File: config.mk
export PLATFORM = sky130hd
export DESIGN_NAME = stepper_xy_top
export DESIGN_NICKNAME = d
export VERILOG_FILES = /design/src/source/stepper_pkg.sv /design/src/source/tick_prescaler.sv /design/src/source/move_cmd_latch.sv /design/src/source/xy_trigger_fsm.sv /design/src/source/axis_stepper.sv /design/src/source/axis_position_out.sv /design/src/source/stepper_xy_top.sv
export SDC_FILE = /design/constraint.sdc
export NUM_CORES = 1
export LEC_CHECK = 0
export ABC_AREA = 1
export ABC_CLOCK_PERIOD_IN_PS = 2900
export BUFFER_PORTS_ARGS = -buffer_cell sky130_fd_sc_hd__buf_4
export CAP_MARGIN = 20
export CORE_ASPECT_RATIO = 0.8
export CORE_MARGIN = 3
export CORE_UTILIZATION = 55
export CTS_BUF_LIST = sky130_fd_sc_hd__clkbuf_2 sky130_fd_sc_hd__clkbuf_4 sky130_fd_sc_hd__clkbuf_8
export CTS_CLUSTER_SIZE = 12
export DETAILED_ROUTE_END_ITERATION = 12
export PLACE_DENSITY = 0.77
export RECOVER_POWER = 100
export SYNTH_ARGS = -nofsm -noshare
export SYNTH_HDL_FRONTEND = slang
export SYNTH_HIERARCHICAL = 1
export SYNTH_SLANG_ARGS = --single-unit
File: constraint.sdc
create_clock -name clk -period 2.9 [get_ports clk]
set_input_delay 0.29 -clock clk [delete_from_list [all_inputs] [get_ports clk]]
set_output_delay 0.29 -clock clk [all_outputs]
set_load 0.02 [all_outputs]
File: src/source/stepper_pkg.sv
package stepper_pkg;

	// number of steps in one move on one axis, unsigned
	typedef logic [15:0] step_count_t;

	// ticks the step line stays high, and then the same number of ticks low
	typedef logic [11:0] half_period_t;

	// signed axis position in steps, counted at the output register
	typedef logic signed [23:0] position_t;

	// one axis worth of a move command, 29 bits
	typedef struct packed {
		step_count_t steps; // pulses to emit, zero gives an empty move
		logic dir; // 1 moves in the positive direction
		half_period_t half_period; // high and low time of each pulse in ticks
	} axis_cmd_t;

	// full two-axis move as the host hands it over
	typedef struct packed {
		axis_cmd_t x; // command for the x axis
		axis_cmd_t y; // command for the y axis
	} move_cmd_t;

	// raw drive lines of one axis before they reach the output register
	typedef struct packed {
		logic step; // high during the high phase of a pulse
		logic dir; // held for the whole move
	} axis_drive_t;

	// states of the trigger FSM that hands a move to both axes
	typedef enum logic [2:0] {
		standby, // waiting for a trigger, ready for the host
		trigger_hold_both, // neither axis has acknowledged yet
		trigger_hold_x, // y acknowledged, x still held
		trigger_hold_y, // x acknowledged, y still held
		working // both acknowledged, waiting for both to finish
	} xy_fsm_state_t;

	// states of a single axis pulse generator
	typedef enum logic [1:0] {
		idle, // no move in progress
		ack, // zero-step move, working for one tick only
		pulse_high, // step line high
		pulse_low // step line low, then next pulse or done
	} axis_state_t;

endpackage

File: src/source/tick_prescaler.sv
module tick_prescaler #(
	parameter int TICK_DIV = 4 // clocks per motion tick
) (
	input logic clk,
	input logic reset,
	output logic clk_en
);

	// a divide by one still needs a one-bit counter to compile
	localparam int CNT_W = (TICK_DIV > 1) ? $clog2(TICK_DIV) : 1;
	localparam logic [CNT_W-1:0] CNT_LAST = CNT_W'(TICK_DIV - 1);

	logic [CNT_W-1:0] cnt; // free-running position inside the tick period

	// wraps at TICK_DIV-1 and raises clk_en for the following clock
	always_ff @(posedge clk) begin
		if (reset) begin
			cnt <= '0;
			clk_en <= 1'b0; // no motion until the first full period has passed
		end
		else if (cnt == CNT_LAST) begin
			cnt <= '0;
			clk_en <= 1'b1; // one clock wide, or constant when TICK_DIV is 1
		end
		else begin
			cnt <= cnt + 1'b1;
			clk_en <= 1'b0;
		end
	end

endmodule

File: src/source/move_cmd_latch.sv
module move_cmd_latch import stepper_pkg::*; (
	input logic clk,
	input logic reset,
	input logic clk_en,
	input logic start,
	input move_cmd_t cmd,
	input logic is_standby,
	output move_cmd_t latched_cmd,
	output logic trigger,
	output logic ready
);

	logic pending; // a command is stored and the FSM has not taken it yet
	logic accept; // start seen while the controller can take a move

	// a start counts only while ready, so a second strobe is dropped
	assign accept = start & ready;

	// the FSM still shows standby until it moves, pending masks that window
	assign ready = is_standby & ~pending;

	// the FSM only samples on clk_en, so the trigger level has to persist
	assign trigger = pending;

	// command payload, held for the axes until the next accepted start
	always_ff @(posedge clk) begin
		if (accept) begin
			latched_cmd <= cmd; // start may land on any clock, not just a tick
		end
	end

	always_ff @(posedge clk) begin
		if (reset) begin
			pending <= 1'b0;
		end
		else if (accept) begin
			pending <= 1'b1; // is_standby is high here, so no clash with the clear
		end
		else if (clk_en && !is_standby) begin
			pending <= 1'b0; // FSM has left standby and holds the axis triggers now
		end
	end

endmodule

File: src/source/xy_trigger_fsm.sv
module xy_trigger_fsm import stepper_pkg::*; (
	input logic clk,
	input logic reset,
	input logic clk_en,
	input logic trigger,
	input logic working_x,
	input logic working_y,
	output logic trigger_x,
	output logic trigger_y,
	output logic is_standby
);

	xy_fsm_state_t cur_state; // registered state, advances on ticks only
	xy_fsm_state_t nxt_state; // next state from the current inputs

	// outputs depend on the state alone, inputs only steer the transitions
	always_comb begin
		trigger_x = 1'b0;
		trigger_y = 1'b0;
		is_standby = 1'b0;
		nxt_state = cur_state; // stay put unless a branch below says otherwise
		unique case (cur_state)
			standby: begin
				is_standby = 1'b1; // the only state where a new move is taken
				if (trigger) begin
					nxt_state = trigger_hold_both;
				end
			end
			trigger_hold_both: begin
				trigger_x = 1'b1;
				trigger_y = 1'b1;
				if (working_x) begin
					nxt_state = trigger_hold_y; // x took it, keep holding y
				end
				if (working_y) begin
					nxt_state = trigger_hold_x; // y took it, keep holding x
				end
				if (working_x & working_y) begin
					nxt_state = working; // both in the same tick wins over either one
				end
			end
			trigger_hold_x: begin
				trigger_x = 1'b1;
				if (working_x) begin
					nxt_state = working;
				end
			end
			trigger_hold_y: begin
				trigger_y = 1'b1;
				if (working_y) begin
					nxt_state = working;
				end
			end
			working: begin
				// one axis may already be idle again, wait for the slower one
				if (!working_x && !working_y) begin
					nxt_state = standby;
				end
			end
			default: begin
				nxt_state = standby; // unused encodings fall back to a safe state
			end
		endcase
	end

	always_ff @(posedge clk) begin
		if (reset) begin
			cur_state <= standby;
		end
		else if (clk_en) begin
			cur_state <= nxt_state; // the axes sample working on the same tick grid
		end
	end

endmodule

File: src/source/axis_stepper.sv
module axis_stepper import stepper_pkg::*; (
	input logic clk,
	input logic reset,
	input logic clk_en,
	input logic trigger,
	input axis_cmd_t axis_cmd,
	output logic working,
	output axis_drive_t drive
);

	axis_state_t state; // pulse generator state
	step_count_t steps_left; // pulses still to finish, including the current one
	half_period_t half_q; // half-period of the running move
	half_period_t tick_cnt; // ticks left in the current phase, minus one
	logic dir_q; // direction of the running move
	logic phase_done; // last tick of the current high or low phase
	logic last_pulse; // the pulse now in its low phase ends the move

	assign phase_done = (tick_cnt == '0);
	assign last_pulse = (steps_left == step_count_t'(1));

	// state and direction carry reset so the outputs start quiet and low
	always_ff @(posedge clk) begin
		if (reset) begin
			state <= idle;
			dir_q <= 1'b0;
		end
		else if (clk_en) begin
			unique case (state)
				idle: begin
					if (trigger) begin
						dir_q <= axis_cmd.dir; // fixed from here to the end of the move
						if (axis_cmd.steps == '0) begin
							state <= ack; // still show working so the FSM sees it
						end
						else begin
							state <= pulse_high;
						end
					end
				end
				ack: begin
					state <= idle; // one tick of working, no pulse
				end
				pulse_high: begin
					if (phase_done) begin
						state <= pulse_low;
					end
				end
				pulse_low: begin
					if (phase_done) begin
						state <= last_pulse ? idle : pulse_high;
					end
				end
				default: begin
					state <= idle;
				end
			endcase
		end
	end

	// counters only matter while a pulse is running, they are loaded on entry
	always_ff @(posedge clk) begin
		if (clk_en) begin
			unique case (state)
				idle: begin
					if (trigger) begin
						steps_left <= axis_cmd.steps;
						half_q <= axis_cmd.half_period;
						tick_cnt <= axis_cmd.half_period - 1'b1; // a zero half-period wraps to the longest phase
					end
				end
				pulse_high: begin
					// reload for the low phase, which lasts as long as the high one
					tick_cnt <= phase_done ? half_q - 1'b1 : tick_cnt - 1'b1;
				end
				pulse_low: begin
					if (phase_done) begin
						steps_left <= steps_left - 1'b1; // one whole pulse is done
						tick_cnt <= half_q - 1'b1;
					end
					else begin
						tick_cnt <= tick_cnt - 1'b1;
					end
				end
				default: begin
					tick_cnt <= tick_cnt; // ack keeps nothing running
				end
			endcase
		end
	end

	assign working = (state != idle); // ack counts as working too
	assign drive.step = (state == pulse_high);
	assign drive.dir = dir_q;

endmodule

File: src/source/axis_position_out.sv
module axis_position_out import stepper_pkg::*; #(
	parameter int POS_W = 24 // width of the position counters
) (
	input logic clk,
	input logic reset,
	input axis_drive_t drive_x,
	input axis_drive_t drive_y,
	output logic step_x,
	output logic dir_x,
	output logic step_y,
	output logic dir_y,
	output position_t pos_x,
	output position_t pos_y
);

	// the counters below are position_t wide, a mismatch is a setup error
	if (POS_W != $bits(position_t)) begin : g_pos_w_check
		$error("POS_W does not match the width of position_t");
	end

	axis_drive_t [1:0] drive_in; // index 0 is x, index 1 is y
	axis_drive_t [1:0] drive_q; // registered drive lines seen by the motor driver
	logic [1:0] step_prev; // registered step one clock later, for edge detect
	position_t [1:0] pos; // signed step count per axis

	assign drive_in[0] = drive_x;
	assign drive_in[1] = drive_y;

	// counting from the registered lines keeps pos in step with what leaves the chip
	always_ff @(posedge clk) begin
		if (reset) begin
			drive_q <= '0;
			step_prev <= '0;
			pos <= '0;
		end
		else begin
			for (int i = 0; i < 2; i++) begin
				drive_q[i] <= drive_in[i];
				step_prev[i] <= drive_q[i].step;
				if (drive_q[i].step && !step_prev[i]) begin
					// dir is settled before the first rising step of a move
					pos[i] <= drive_q[i].dir ? pos[i] + 1'b1 : pos[i] - 1'b1;
				end
			end
		end
	end

	assign step_x = drive_q[0].step;
	assign dir_x = drive_q[0].dir;
	assign step_y = drive_q[1].step;
	assign dir_y = drive_q[1].dir;
	assign pos_x = pos[0];
	assign pos_y = pos[1];

endmodule

File: src/source/stepper_xy_top.sv
module stepper_xy_top import stepper_pkg::*; #(
	parameter int TICK_DIV = 4, // clocks per motion tick
	parameter int POS_W = 24 // position width, must match position_t
) (
	input logic clk,
	input logic reset,
	input logic start,
	input move_cmd_t cmd,
	output logic ready,
	output logic step_x,
	output logic dir_x,
	output logic step_y,
	output logic dir_y,
	output position_t pos_x,
	output position_t pos_y
);

	logic clk_en; // one clock in TICK_DIV, paces the FSM and the axes
	logic is_standby; // FSM can take a new move
	logic trigger; // latched move waiting for the FSM
	move_cmd_t latched_cmd; // move held for both axes
	logic trigger_x; // held until the x axis reports working
	logic trigger_y; // held until the y axis reports working
	logic working_x;
	logic working_y;
	axis_drive_t drive_x; // unregistered x step and dir
	axis_drive_t drive_y; // unregistered y step and dir

	tick_prescaler #(.TICK_DIV(TICK_DIV)) u_tick (
		.clk, .reset, .clk_en
	);

	move_cmd_latch u_latch (
		.clk, .reset, .clk_en, .start, .cmd, .is_standby,
		.latched_cmd, .trigger, .ready
	);

	xy_trigger_fsm u_fsm (
		.clk, .reset, .clk_en, .trigger, .working_x, .working_y,
		.trigger_x, .trigger_y, .is_standby
	);

	axis_stepper axis_x (
		.clk, .reset, .clk_en, .trigger(trigger_x), .axis_cmd(latched_cmd.x),
		.working(working_x), .drive(drive_x)
	);

	axis_stepper axis_y (
		.clk, .reset, .clk_en, .trigger(trigger_y), .axis_cmd(latched_cmd.y),
		.working(working_y), .drive(drive_y)
	);

	axis_position_out #(.POS_W(POS_W)) u_out (
		.clk, .reset, .drive_x, .drive_y,
		.step_x, .dir_x, .step_y, .dir_y, .pos_x, .pos_y
	);

endmodule

==> results.toml, run 1 <==
[outcome]
status = "complete, but fails checks"
violations = "capacitance limit, slew limit"

[cells_and_area]
regArea_um2 = 5485
num_antenna_cells = 0
area_growth_pct = 16.40
layout-drive-gt1-share = 0.1045
final_cell_area_um2 = 14830
nNetsFinal = 2013
multi_input_area_um2 = 5856
fillers = 1926

[pwr]
p_per_area_nw_per_um2 = 420.7
p_leak_nw = 7.076
max-vdd-ir-drop_v = 0.0005503
total_power_mw = 6.238

[clocking]
clock_tree.buffer_depth = 3
cts.clk_slew.worst_paths_ns = 0.06
post_cts_resize_count = 0
cts.htree.levels = 2
cts_made_buffers = 35
holdBufCountCts = 58
root_buffer = "clkbuf_8"
post-cts-setup-buffers = 0
clk_latency_ns = 0.53
cts_tree = "built"
cts.sinks = 205

[floorplan]
die_x_um = 176.1
rows = 49
die_y_um = 142.1
dieArea_um2 = 25030
coreArea_um2 = 22620
pin_count = 114
start_util = 0.5630

[setup_path]
start_kind = "register"
endpoint_kind = "register"
crit_top_cell = "nor2_1"
path_buf_inv = 2
slowest_stage = "nor2_1"
reg2reg_setup_slack_ns = 0.30
max_stage_delay_ns = 0.72
cp.required_ns = 3.16
crit_fanout = 13
crit_path_cell_trace = "nor2_1, nand2_1, nor2_1, nand3_2, a21oi_1, inv_1, ha_1, inv_1, nor2_1, nand2_1, xor2_1"
critPathKind = "register to register"
crit_family = "simple AND/OR/NAND/NOR gates"
cp.arrival_ns = 2.87

[route]
dr.pass1.iters = 7
drc_errors = 0
ant_nets = 0
drt_iter0_drc = 902
viasPerCell = 5.083
routed_wirelength_mm = 31.17
post_drt_wl_per_cell_um = 13.98
vias = 11340

[global_routing]
overflow = 0
grt_usage = 0.2479
grt_max_degree = 46
grt_first_pass_wirelength_mm = 51.03
first_global_vias = 10510
antenna_found_initial = 0

[logic_synthesis]
synth_cells = 1704
yosys.area_share.simple = 0.3283
synth.distinct_cells = 43
syn_avg_cell_area_um2 = 7.475
synthArstFlopShare = 0
yosys_most_used_dff = "edfxtp_1"
ys_seq_elements = 205
synthMuxAreaShare = 0
synth_top_family_by_area = "simple AND/OR/NAND/NOR gates"
synth_compound_area_frac = 0.05825
ys_warn_count = 6
synthXorXnorAreaFrac = 0.02682
synth.net_count = 1818
synth-edff-count = 138
syn_area_um2 = 12740
seq_area_frac_synth = 0.4306
synth_fa_ha_area_frac = 0.05324

[sta]
finalMaxSlewViolations = 31
fin_crit_sh = 0.8970
min_period_ns = 2.601
hold_viol_final = 0
fin_tns_setup_ns = 0
skew_ns = 0.03023
setup_viol = 0
slew_headroom = -0.003325
worst_pin_slew_ns = 1.505
clock.fmax_ghz = 0.3844
rsz0062_at_grt = "no"

[hold_path]
hp-class = "primary input to register"

[placement]
placedInstanceArea_um2 = 13920
gp_congestion = 0.9958
dp_hpwl_mm = 22.54
port_buffers = 113

[run]
cap_viol_max_count = 1
-- Yosys cell counts, types with 9 or more instances --
cell type | number | share of area
clkbuf_1 | 10 | 0.0029
nor2_1 | 248 | 0.073
xnor2_1 | 9 | 0.0062
nand3_1 | 116 | 0.046
nor2_2 | 9 | 0.0044
or2_2 | 10 | 0.0049
nand2_2 | 25 | 0.012
nor2_4 | 10 | 0.0088
o21ai_0 | 55 | 0.022
inv_2 | 13 | 0.0038
edfxtp_1 | 138 | 0.33
inv_1 | 282 | 0.083
dfxtp_1 | 67 | 0.11
ha_1 | 51 | 0.050
a31oi_1 | 11 | 0.0054
nor3_1 | 12 | 0.0047
xor2_1 | 30 | 0.021
a21oi_1 | 45 | 0.018
nand4_1 | 25 | 0.012
nor4_1 | 9 | 0.0044
nand2_1 | 447 | 0.13
-- cell usage in the layout, fill, tap and decap left out, drive strengths merged --
cell type	netlist	layout
xnor2	9	9
and2	7	7
nand2	475	475
o211ai	1	1
buf	21	8
or2	18	18
a21oi	51	51
clkinv	0	8
nor3	16	16
bufinv	0	1
dfxtp	67	67
a31oi	11	11
nor4	9	9
nand4	25	25
o21ai	61	61
fa	2	2
inv	295	296
o21a	2	2
dlygate4sd3	0	58
nor2	267	267
clkbuf	10	173
nand3	126	126
edfxtp	138	138
xor2	30	30
a21o	7	7
clkinvlp	0	2
ha	51	51
nand3b	5	5
-- metrics by stage --
step	hold WS [ns]	util	cells	worst slack [ns]
final	0.08968	0.6554	2230	0.2987
after global routing	0.08005	0.6554	2230	0.1003
after CTS	0.08384	0.6718	2230	0.4587
after detailed placement	0.4147	0.6153	2110	0.4843
after global placement	0.4054	0.6153	2110	0.5485
after floorplan	0.3591	-	1704	0.1131
-- tightest hold or removal path, delay by kind of cell --
kind	cells	cell delay, ns
buffers and inverters	1	0.11
AND/OR/NAND/NOR	1	0.08
AO/OA/AOI/OAI	1	0.07
-- sequential cells by signal (all words and copies together) (netlist names), 2 cells and up --
| name | count |
|---|---|
| u_latch/latched_cmd | 58 |
| u_out/pos_x | 24 |
| u_out/pos_y | 24 |
| axis_x/steps_left | 16 |
| axis_y/steps_left | 16 |
| axis_x/half_q | 12 |
| axis_x/tick_cnt | 12 |
| axis_y/half_q | 12 |
| axis_y/tick_cnt | 12 |
| u_fsm/cur_state | 3 |
| axis_x/state | 2 |
| axis_y/state | 2 |
| u_out/step_prev | 2 |
| u_tick/cnt | 2 |
-- area by class of cell --
type / count / share of cell area
well taps: 306 / 0.02582
clock inverters: 12 / 0.006160
repair buffers: 189 / 0.08751
clock buffers: 50 / 0.04093
inverters: 295 / 0.07468
flip-flops and latches: 205 / 0.3700
multi-input cells: 1173 / 0.3949
-- power breakdown --
part | total [mW] | internal [mW] | switching [mW]
sequential | 3.24 | 3.21 | 0.0356
clock | 2.64 | 1.45 | 1.19
combinational | 0.357 | 0.165 | 0.192
-- metal layers --
metal / vias up / GRT usage / wire [um]
met4: 0 / 0.05831 / 476
met2: 404 / 0.3842 / 13430
li1: 5801 / - / -
met3: 47 / 0.05547 / 2654
met1: 5083 / 0.3570 / 14620
met5: - / 0 / 0
-- final timing paths --
path,startpoint,end,cells after the start
max,axis_x/tick_cnt[1],axis_x/tick_cnt[8],11
min,start,u_latch/trigger,3
max reg2reg,axis_x/tick_cnt[1],axis_x/tick_cnt[8],11
min reg2reg,u_tick/cnt[0],u_tick/cnt[0],1
-- kinds of logic after synthesis --
| family | count (synthesis) |
|---|---|
| DFF | 205 |
| adders and majority gates | 53 |
| buffers and inverters | 326 |
| AOI/OAI and AO/OA | 133 |
| and+or+nand+nor | 948 |
| xor gates and xnor gates | 39 |
Power figures use the tool's default switching activity.
==> inputs of run 2 (changes only) <==
--- a/config.mk
+++ b/config.mk
@@ -5,12 +5,10 @@
 export SDC_FILE = /design/constraint.sdc
 export NUM_CORES = 1
 export LEC_CHECK = 0
-export ABC_AREA = 1
 export ABC_CLOCK_PERIOD_IN_PS = 2900
 export BUFFER_PORTS_ARGS = -buffer_cell sky130_fd_sc_hd__buf_4
 export CAP_MARGIN = 20
 export CORE_ASPECT_RATIO = 0.8
-export CORE_MARGIN = 3
 export CORE_UTILIZATION = 55
 export CTS_BUF_LIST = sky130_fd_sc_hd__clkbuf_2 sky130_fd_sc_hd__clkbuf_4 sky130_fd_sc_hd__clkbuf_8
 export CTS_CLUSTER_SIZE = 12
==> run 2 against run 1 <==
Net effect: the flow now finishes without violations; largest power group unchanged; via count is 17% lower; core utilization is 2.2 points higher; sequential power hardly changed.
==> results.toml, run 2 <==
[floorplan]
die_x_um = 162.2
coreArea_um2 = 19970
die_y_um = 130.2
start_util = 0.5653
dieArea_um2 = 21110
pin_count = 114
rows = 46

[setup_path]
reg2reg_depth = 11
cp-endpoint = "u_out/pos_x[20]"
crit_path_cell_trace = "clkinvlp_4, clkbuf_2, clkbuf_4, fa_1, a21o_1, a221o_1, nand2_2, nand2_2, a311oi_2, xnor2_1, a22o_1"
cp.arrival_ns = 3.18
reg2reg_setup_slack_ns = 0.14
r2r_start = "u_out/dir_x"
slowest_stage = "fa_1"
crit_fanout = 6
start_kind = "register"
endpoint_kind = "register"
cp-startpoint = "u_out/dir_x"
crit_top_cell = "nand2_2"
rr_endpoint = "u_out/pos_x[20]"
max_stage_delay_ns = 0.44
cp.required_ns = 3.32
critPathKind = "register to register"

[logic_synthesis]
synth.area.top_cells = "edfxtp_1 (37%), dfxtp_1 (12%), a21oi_1 (5.9%)"
synth.net_count = 1230
synth-edff-count = 138
synth_cells = 1116
synthArstFlopShare = 0
yosys_most_used_dff = "edfxtp_1"
synth.distinct_cells = 90
ys_warn_count = 6
syn_area_um2 = 11290
synth_most_common_cell = "edfxtp_1"
syn_avg_cell_area_um2 = 10.12
yosys-top-cells-count = "edfxtp_1 (138), a21oi_1 (133), nor2_1 (112)"
seq_area_frac_synth = 0.4858
synth_top_area_cell = "edfxtp_1"
ys_seq_elements = 205
yosysTopAreaCellShare = 0.3670

[placement]
gp_congestion = 0.9491
port_buffers = 113
dp_hpwl_mm = 17.63
post-place-cells = 1479

[pwr]
intPower_mw = 4.999
max-vdd-ir-drop_v = 0.0004585
comb_power_share = 0.048
power_frac_seq = 0.505
clockPowerShare = 0.447
p_sw_mw = 1.400
swShare = 0.2188
p_leak_nw = 5.073
p_per_area_nw_per_um2 = 472.7

[sta]
rsz0062_at_grt = "no"
skew_ns = 0.01387
setup_viol = 0
fin_tns_setup_ns = 0
fin_crit_sh = 0.9513
min_period_ns = 2.759
worst_pin_slew_ns = 1.266
hold_viol_final = 0
finalMaxSlewViolations = 0
slew_headroom = 0.1562
clock.fmax_ghz = 0.3625
fin_hold_ws_ns = 0.03366

[cells_and_area]
regArea_um2 = 5487
fillers = 1524
num_antenna_cells = 0
final_cell_mix = "edfxtp_1 (138), a21oi_1 (133), nor2_1 (112), nand2_1 (108)"
top_register = "u_latch/latched_cmd"
layout-drive-gt1-share = 0.1328
nNetsFinal = 1428
final_cells = 1604
area_growth_pct = 19.89
multi_input_area_um2 = 5428
largest_reg_flops = 58
mostFrequentLayoutCell = "edfxtp_1"

[clocking]
cts_tree = "built"
root_buffer = "clkbuf_8"
cts.clk_slew.worst_paths_ns = 0.07
cts.htree.levels = 2
clk_latency_ns = 0.53
clock_tree.buffer_depth = 3
cts.sinks = 205
cts_made_buffers = 35

[route]
post_drt_wl_per_cell_um = 16.63
ant_nets = 0
drt_iter0_drc = 666
vias = 9390
routed_wirelength_mm = 26.67
dr.pass1.iters = 5
viasPerCell = 5.854
drc_errors = 0

[run]
cap_viol_max_count = 0

[global_routing]
antenna_found_initial = 0
first_global_vias = 8664
grt_first_pass_wirelength_mm = 42.68
grt_max_degree = 45
grt_usage = 0.2541
overflow = 0

[outcome]
status = "finished clean"

[hold_path]
hp-class = "primary input to register"
-- run 2: changes by cell type after synthesis, sizes merged, moves of 13 or more --
cell | previous run | this run
nor2b | 0 | 16
or2 | 18 | 5
nand2 | 475 | 110
nand3 | 126 | 21
xnor2 | 9 | 47
nor2 | 267 | 112
a21oi | 51 | 135
nor4 | 9 | 26
inv | 295 | 20
mux2i | 0 | 15
or3 | 0 | 13
-- run 2: metrics by stage --
step | util | power [mW] | setup WS, ns | area, um2
3_3_place_gp | 0.6252 | 3.536 | 0.2956 | 12490
2_1_floorplan | - | 3.420 | 0.01890 | 11290
6_report | 0.6778 | 6.398 | 0.1412 | 13540
5_1_grt | 0.6778 | 6.621 | 0.02489 | 13540
4_1_cts | 0.6925 | 6.446 | 0.2095 | 13830
3_5_place_dp | 0.6252 | 3.545 | 0.2212 | 12490
-- run 2: cell families (layout without fill, tap and decap cells) --
kind of cell    after synthesis  count (layout)  synth area share
compound gates              293             293            0.1628
xor+xnor                     75              75           0.05818
fa+ha+maj                    53              53           0.06006
buf+inv                      66             290           0.02715
flops                       205             205            0.4858
mux                          26              26           0.02427
simple gates                398             398            0.1817
-- run 2: layout make-up --
class / count / share of cell area
Clock buffer: 48 / 0.04511
Sequential cell: 205 / 0.4053
Multi-Input combinational cell: 845 / 0.4010
Clock inverter: 15 / 0.01128
Timing Repair Buffer: 206 / 0.1068
Tap cell: 264 / 0.02440
Inverter: 21 / 0.006100
-- run 2: timing repair --
| action | 4_1_cts | 5_1_grt |
|---|---|---|
| buffers inserted | 0 | 4 |
| gates resized for setup | 0 | 3 |
| hold buffers | 58 | 0 |
| setup endpoints to repair | 0 | 1 |
| hold endpoints to repair | 58 | 0 |
-- run 2: worst max-delay path: cells and delay by family (launching register included) --
family	cells	cell delay [ns]
AND/OR/NAND/NOR	2	0.18
AO/OA/AOI/OAI	4	1.05
XOR/XNOR	1	0.10
flip-flops	1	0.37
adder cells (fa/ha/maj)	1	0.44
buffers and inverters	3	0.50
-- run 2: power groups by stage --
stage	Combinational (mW)	Clock, mW	Sequential (mW)
3_5_place_dp	0.252	0	3.29
4_1_cts	0.315	2.90	3.23
3_3_place_gp	0.246	0	3.29
5_1_grt	0.337	3.05	3.24
2_1_floorplan	0.141	0	3.28
6_report	0.308	2.86	3.23
-- run 2: how the worst min path moves through the flow --
stage                     slack, ns              end     startpoint  cells past startpoint
after floorplan                0.36    u_tick/clk_en          reset                      1
final                          0.03  u_latch/trigger          start                      3
after global placement         0.42    u_tick/cnt[0]  u_tick/cnt[0]                      1
after detailed placement       0.43    u_tick/cnt[0]  u_tick/cnt[0]                      1
after CTS                      0.01  u_latch/trigger          start                      3
after global routing           0.04  u_latch/trigger          start                      3
-- run 2: metal layers --
layer / GRT usage / vias up / wire length (um)
met5: 0 / - / 0
met1: 0.3440 / 4405 / 11980
met4: 0.07103 / 0 / 493
met3: 0.05118 / 51 / 1879
met2: 0.4163 / 362 / 12320
li1: - / 4572 / -
==> inputs of run 3 (changes only) <==
--- a/config.mk
+++ b/config.mk
@@ -5,6 +5,7 @@
 export SDC_FILE = /design/constraint.sdc
 export NUM_CORES = 1
 export LEC_CHECK = 0
+export ABC_AREA = 1
 export ABC_CLOCK_PERIOD_IN_PS = 2900
 export BUFFER_PORTS_ARGS = -buffer_cell sky130_fd_sc_hd__buf_4
 export CAP_MARGIN = 20
==> run 3 against run 2 <==
Net effect: count of clock-buffer cells in the layout fell by 1; die area rose by 13%; worst setup slack improved by 0.24 ns; core utilization fell by 2.2 points; global-route usage rose by 1.7 points; sequential cell count did not move; clock power fell by 4%; clock skew rose by 0.012 ns; maximum frequency rose by 9.5%; register-to-register slack improved by 0.24 ns; critical path type unchanged; largest cell class is now multi-input gates.
==> results.toml, run 3 (synthesis results as in run 1) <==
[clocking]
post_cts_resize_count = 0
clock_tree.buffer_depth = 3
post-cts-setup-buffers = 0
cts_tree = "built"
cts.htree.levels = 2
root_buffer = "clkbuf_8"
clk_latency_ns = 0.54
holdBufCountCts = 58
cts.clk_slew.worst_paths_ns = 0.07
cts.sinks = 205
cts_made_buffers = 35

[floorplan]
die_x_um = 172.1
coreArea_um2 = 22620
pin_count = 114
die_y_um = 138.1
start_util = 0.5630
rows = 49
dieArea_um2 = 23780

[hold_path]
hp-class = "primary input to register"

[pwr]
p_sw_mw = 1.483
p_per_area_nw_per_um2 = 428.2
clockPowerShare = 0.433
comb_power_share = 0.057
p_leak_nw = 7.079
swShare = 0.2335
intPower_mw = 4.868
max-vdd-ir-drop_v = 0.0004399
power_frac_seq = 0.510

[placement]
port_buffers = 113
gp_congestion = 0.9724
dp_hpwl_mm = 22.60

[sta]
clock.fmax_ghz = 0.3969
rsz0062_at_grt = "no"
setup_viol = 0
hold_viol_final = 0
finalMaxSlewViolations = 0
slew_headroom = 0.01062
skew_ns = 0.02554
fin_hold_ws_ns = 0.07054
fin_crit_sh = 0.8688
min_period_ns = 2.520
worst_pin_slew_ns = 1.484
fin_tns_setup_ns = 0

[global_routing]
first_global_vias = 10440
grt_first_pass_wirelength_mm = 51.19
grt_usage = 0.2707
antenna_found_initial = 1
grt_max_degree = 40
overflow = 0

[cells_and_area]
mostFrequentLayoutCell = "nand2_1"
fillers = 1957
nNetsFinal = 2015
layout-drive-gt1-share = 0.1012
final_cell_mix = "nand2_1 (451), inv_1 (282), nor2_1 (252), edfxtp_1 (138), nand3_1 (118)"
largest_reg_flops = 58
area_growth_pct = 16.45
top_register = "u_latch/latched_cmd"

[route]
vias = 11430
drt_iter0_drc = 1006
top_layer = "met4"
route.met2.wl_mm = 13.68
routed_wirelength_mm = 31.91
drc_errors = 0
m1WireLength_mm = 15.03
post_drt_wl_per_cell_um = 14.29
met3_length_mm = 2.650
dr.pass1.iters = 6
ant_nets = 0
viasPerCell = 5.120

[outcome]
status = "finished clean"

[run]
cap_viol_max_count = 0

[setup_path]
endpoint_kind = "register"
cp.required_ns = 3.32
slowest_stage = "inv_1"
critPathKind = "register to register"
max_stage_delay_ns = 0.62
crit_path_cell_trace = "inv_1, ha_1, nand2_1, inv_1, a21oi_2, inv_1, a21oi_1, nand2_1, nand2_1, nand3_1, nand2_1, inv_1"
start_kind = "register"
cp.arrival_ns = 2.94
crit_fanout = 23
## run 3: power by group through the flow
stage / registers (mW) / logic, mW / clock network [mW]
2_1_floorplan: 3.29 / 0.187 / 0
3_5_place_dp: 3.30 / 0.310 / 0
6_report: 3.24 / 0.363 / 2.75
4_1_cts: 3.24 / 0.374 / 2.80
5_1_grt: 3.25 / 0.399 / 2.93
3_3_place_gp: 3.30 / 0.302 / 0
## run 3: final cells by class
cell class	count	area [um2]	area share
Multi-Input combinational cell	1173	5841	0.3938
Clock buffer	47	578.1	0.03897
Tap cell	306	382.9	0.02581
Clock inverter	15	137.6	0.009279
Antenna cell	1	2.502	0.0001687
Sequential cell	205	5485	0.3698
Inverter	295	1107	0.07465
Timing Repair Buffer	191	1299	0.08756
## run 3: worst paths after layout
kind            startpoint         endpoint  slack, ns  cells after the start
max            u_out/dir_x  u_out/pos_x[16]       0.38                     12
min                  start  u_latch/trigger       0.07                      3
max reg2reg    u_out/dir_x  u_out/pos_x[16]       0.38                     12
min reg2reg  u_tick/cnt[0]    u_tick/cnt[0]       0.42                      1
## run 3: metrics by stage
stage                     setup slack [ns]  cells  power (mW)  utilization  cell area, um2
after floorplan                     0.1131   1704       3.479            -           12740
after global placement              0.5391   2112       3.598       0.6154           13920
after detailed placement            0.4988   2112       3.610       0.6154           13920
after CTS                           0.4854   2232       6.407       0.6727           15220
after global routing                0.1341   2233       6.573       0.6557           14830
final                               0.3804   2233       6.351       0.6557           14830
## run 3: critical path: cells and delay by family (launching register included)
family	cells	cell delay, ns
buffers and inverters	4	0.80
AND/OR/NAND/NOR	5	0.47
adder cells (fa/ha/maj)	1	0.42
AO/OA/AOI/OAI	2	0.37
flip-flops	1	0.33
## run 3: layer usage
| layer | vias to the layer above | track usage |
|---|---|---|
| met5 | - | 0 |
| met4 | 0 | 0.06195 |
| met3 | 49 | 0.04752 |
| met2 | 405 | 0.4081 |
| met1 | 5173 | 0.4042 |
| li1 | 5806 | - |
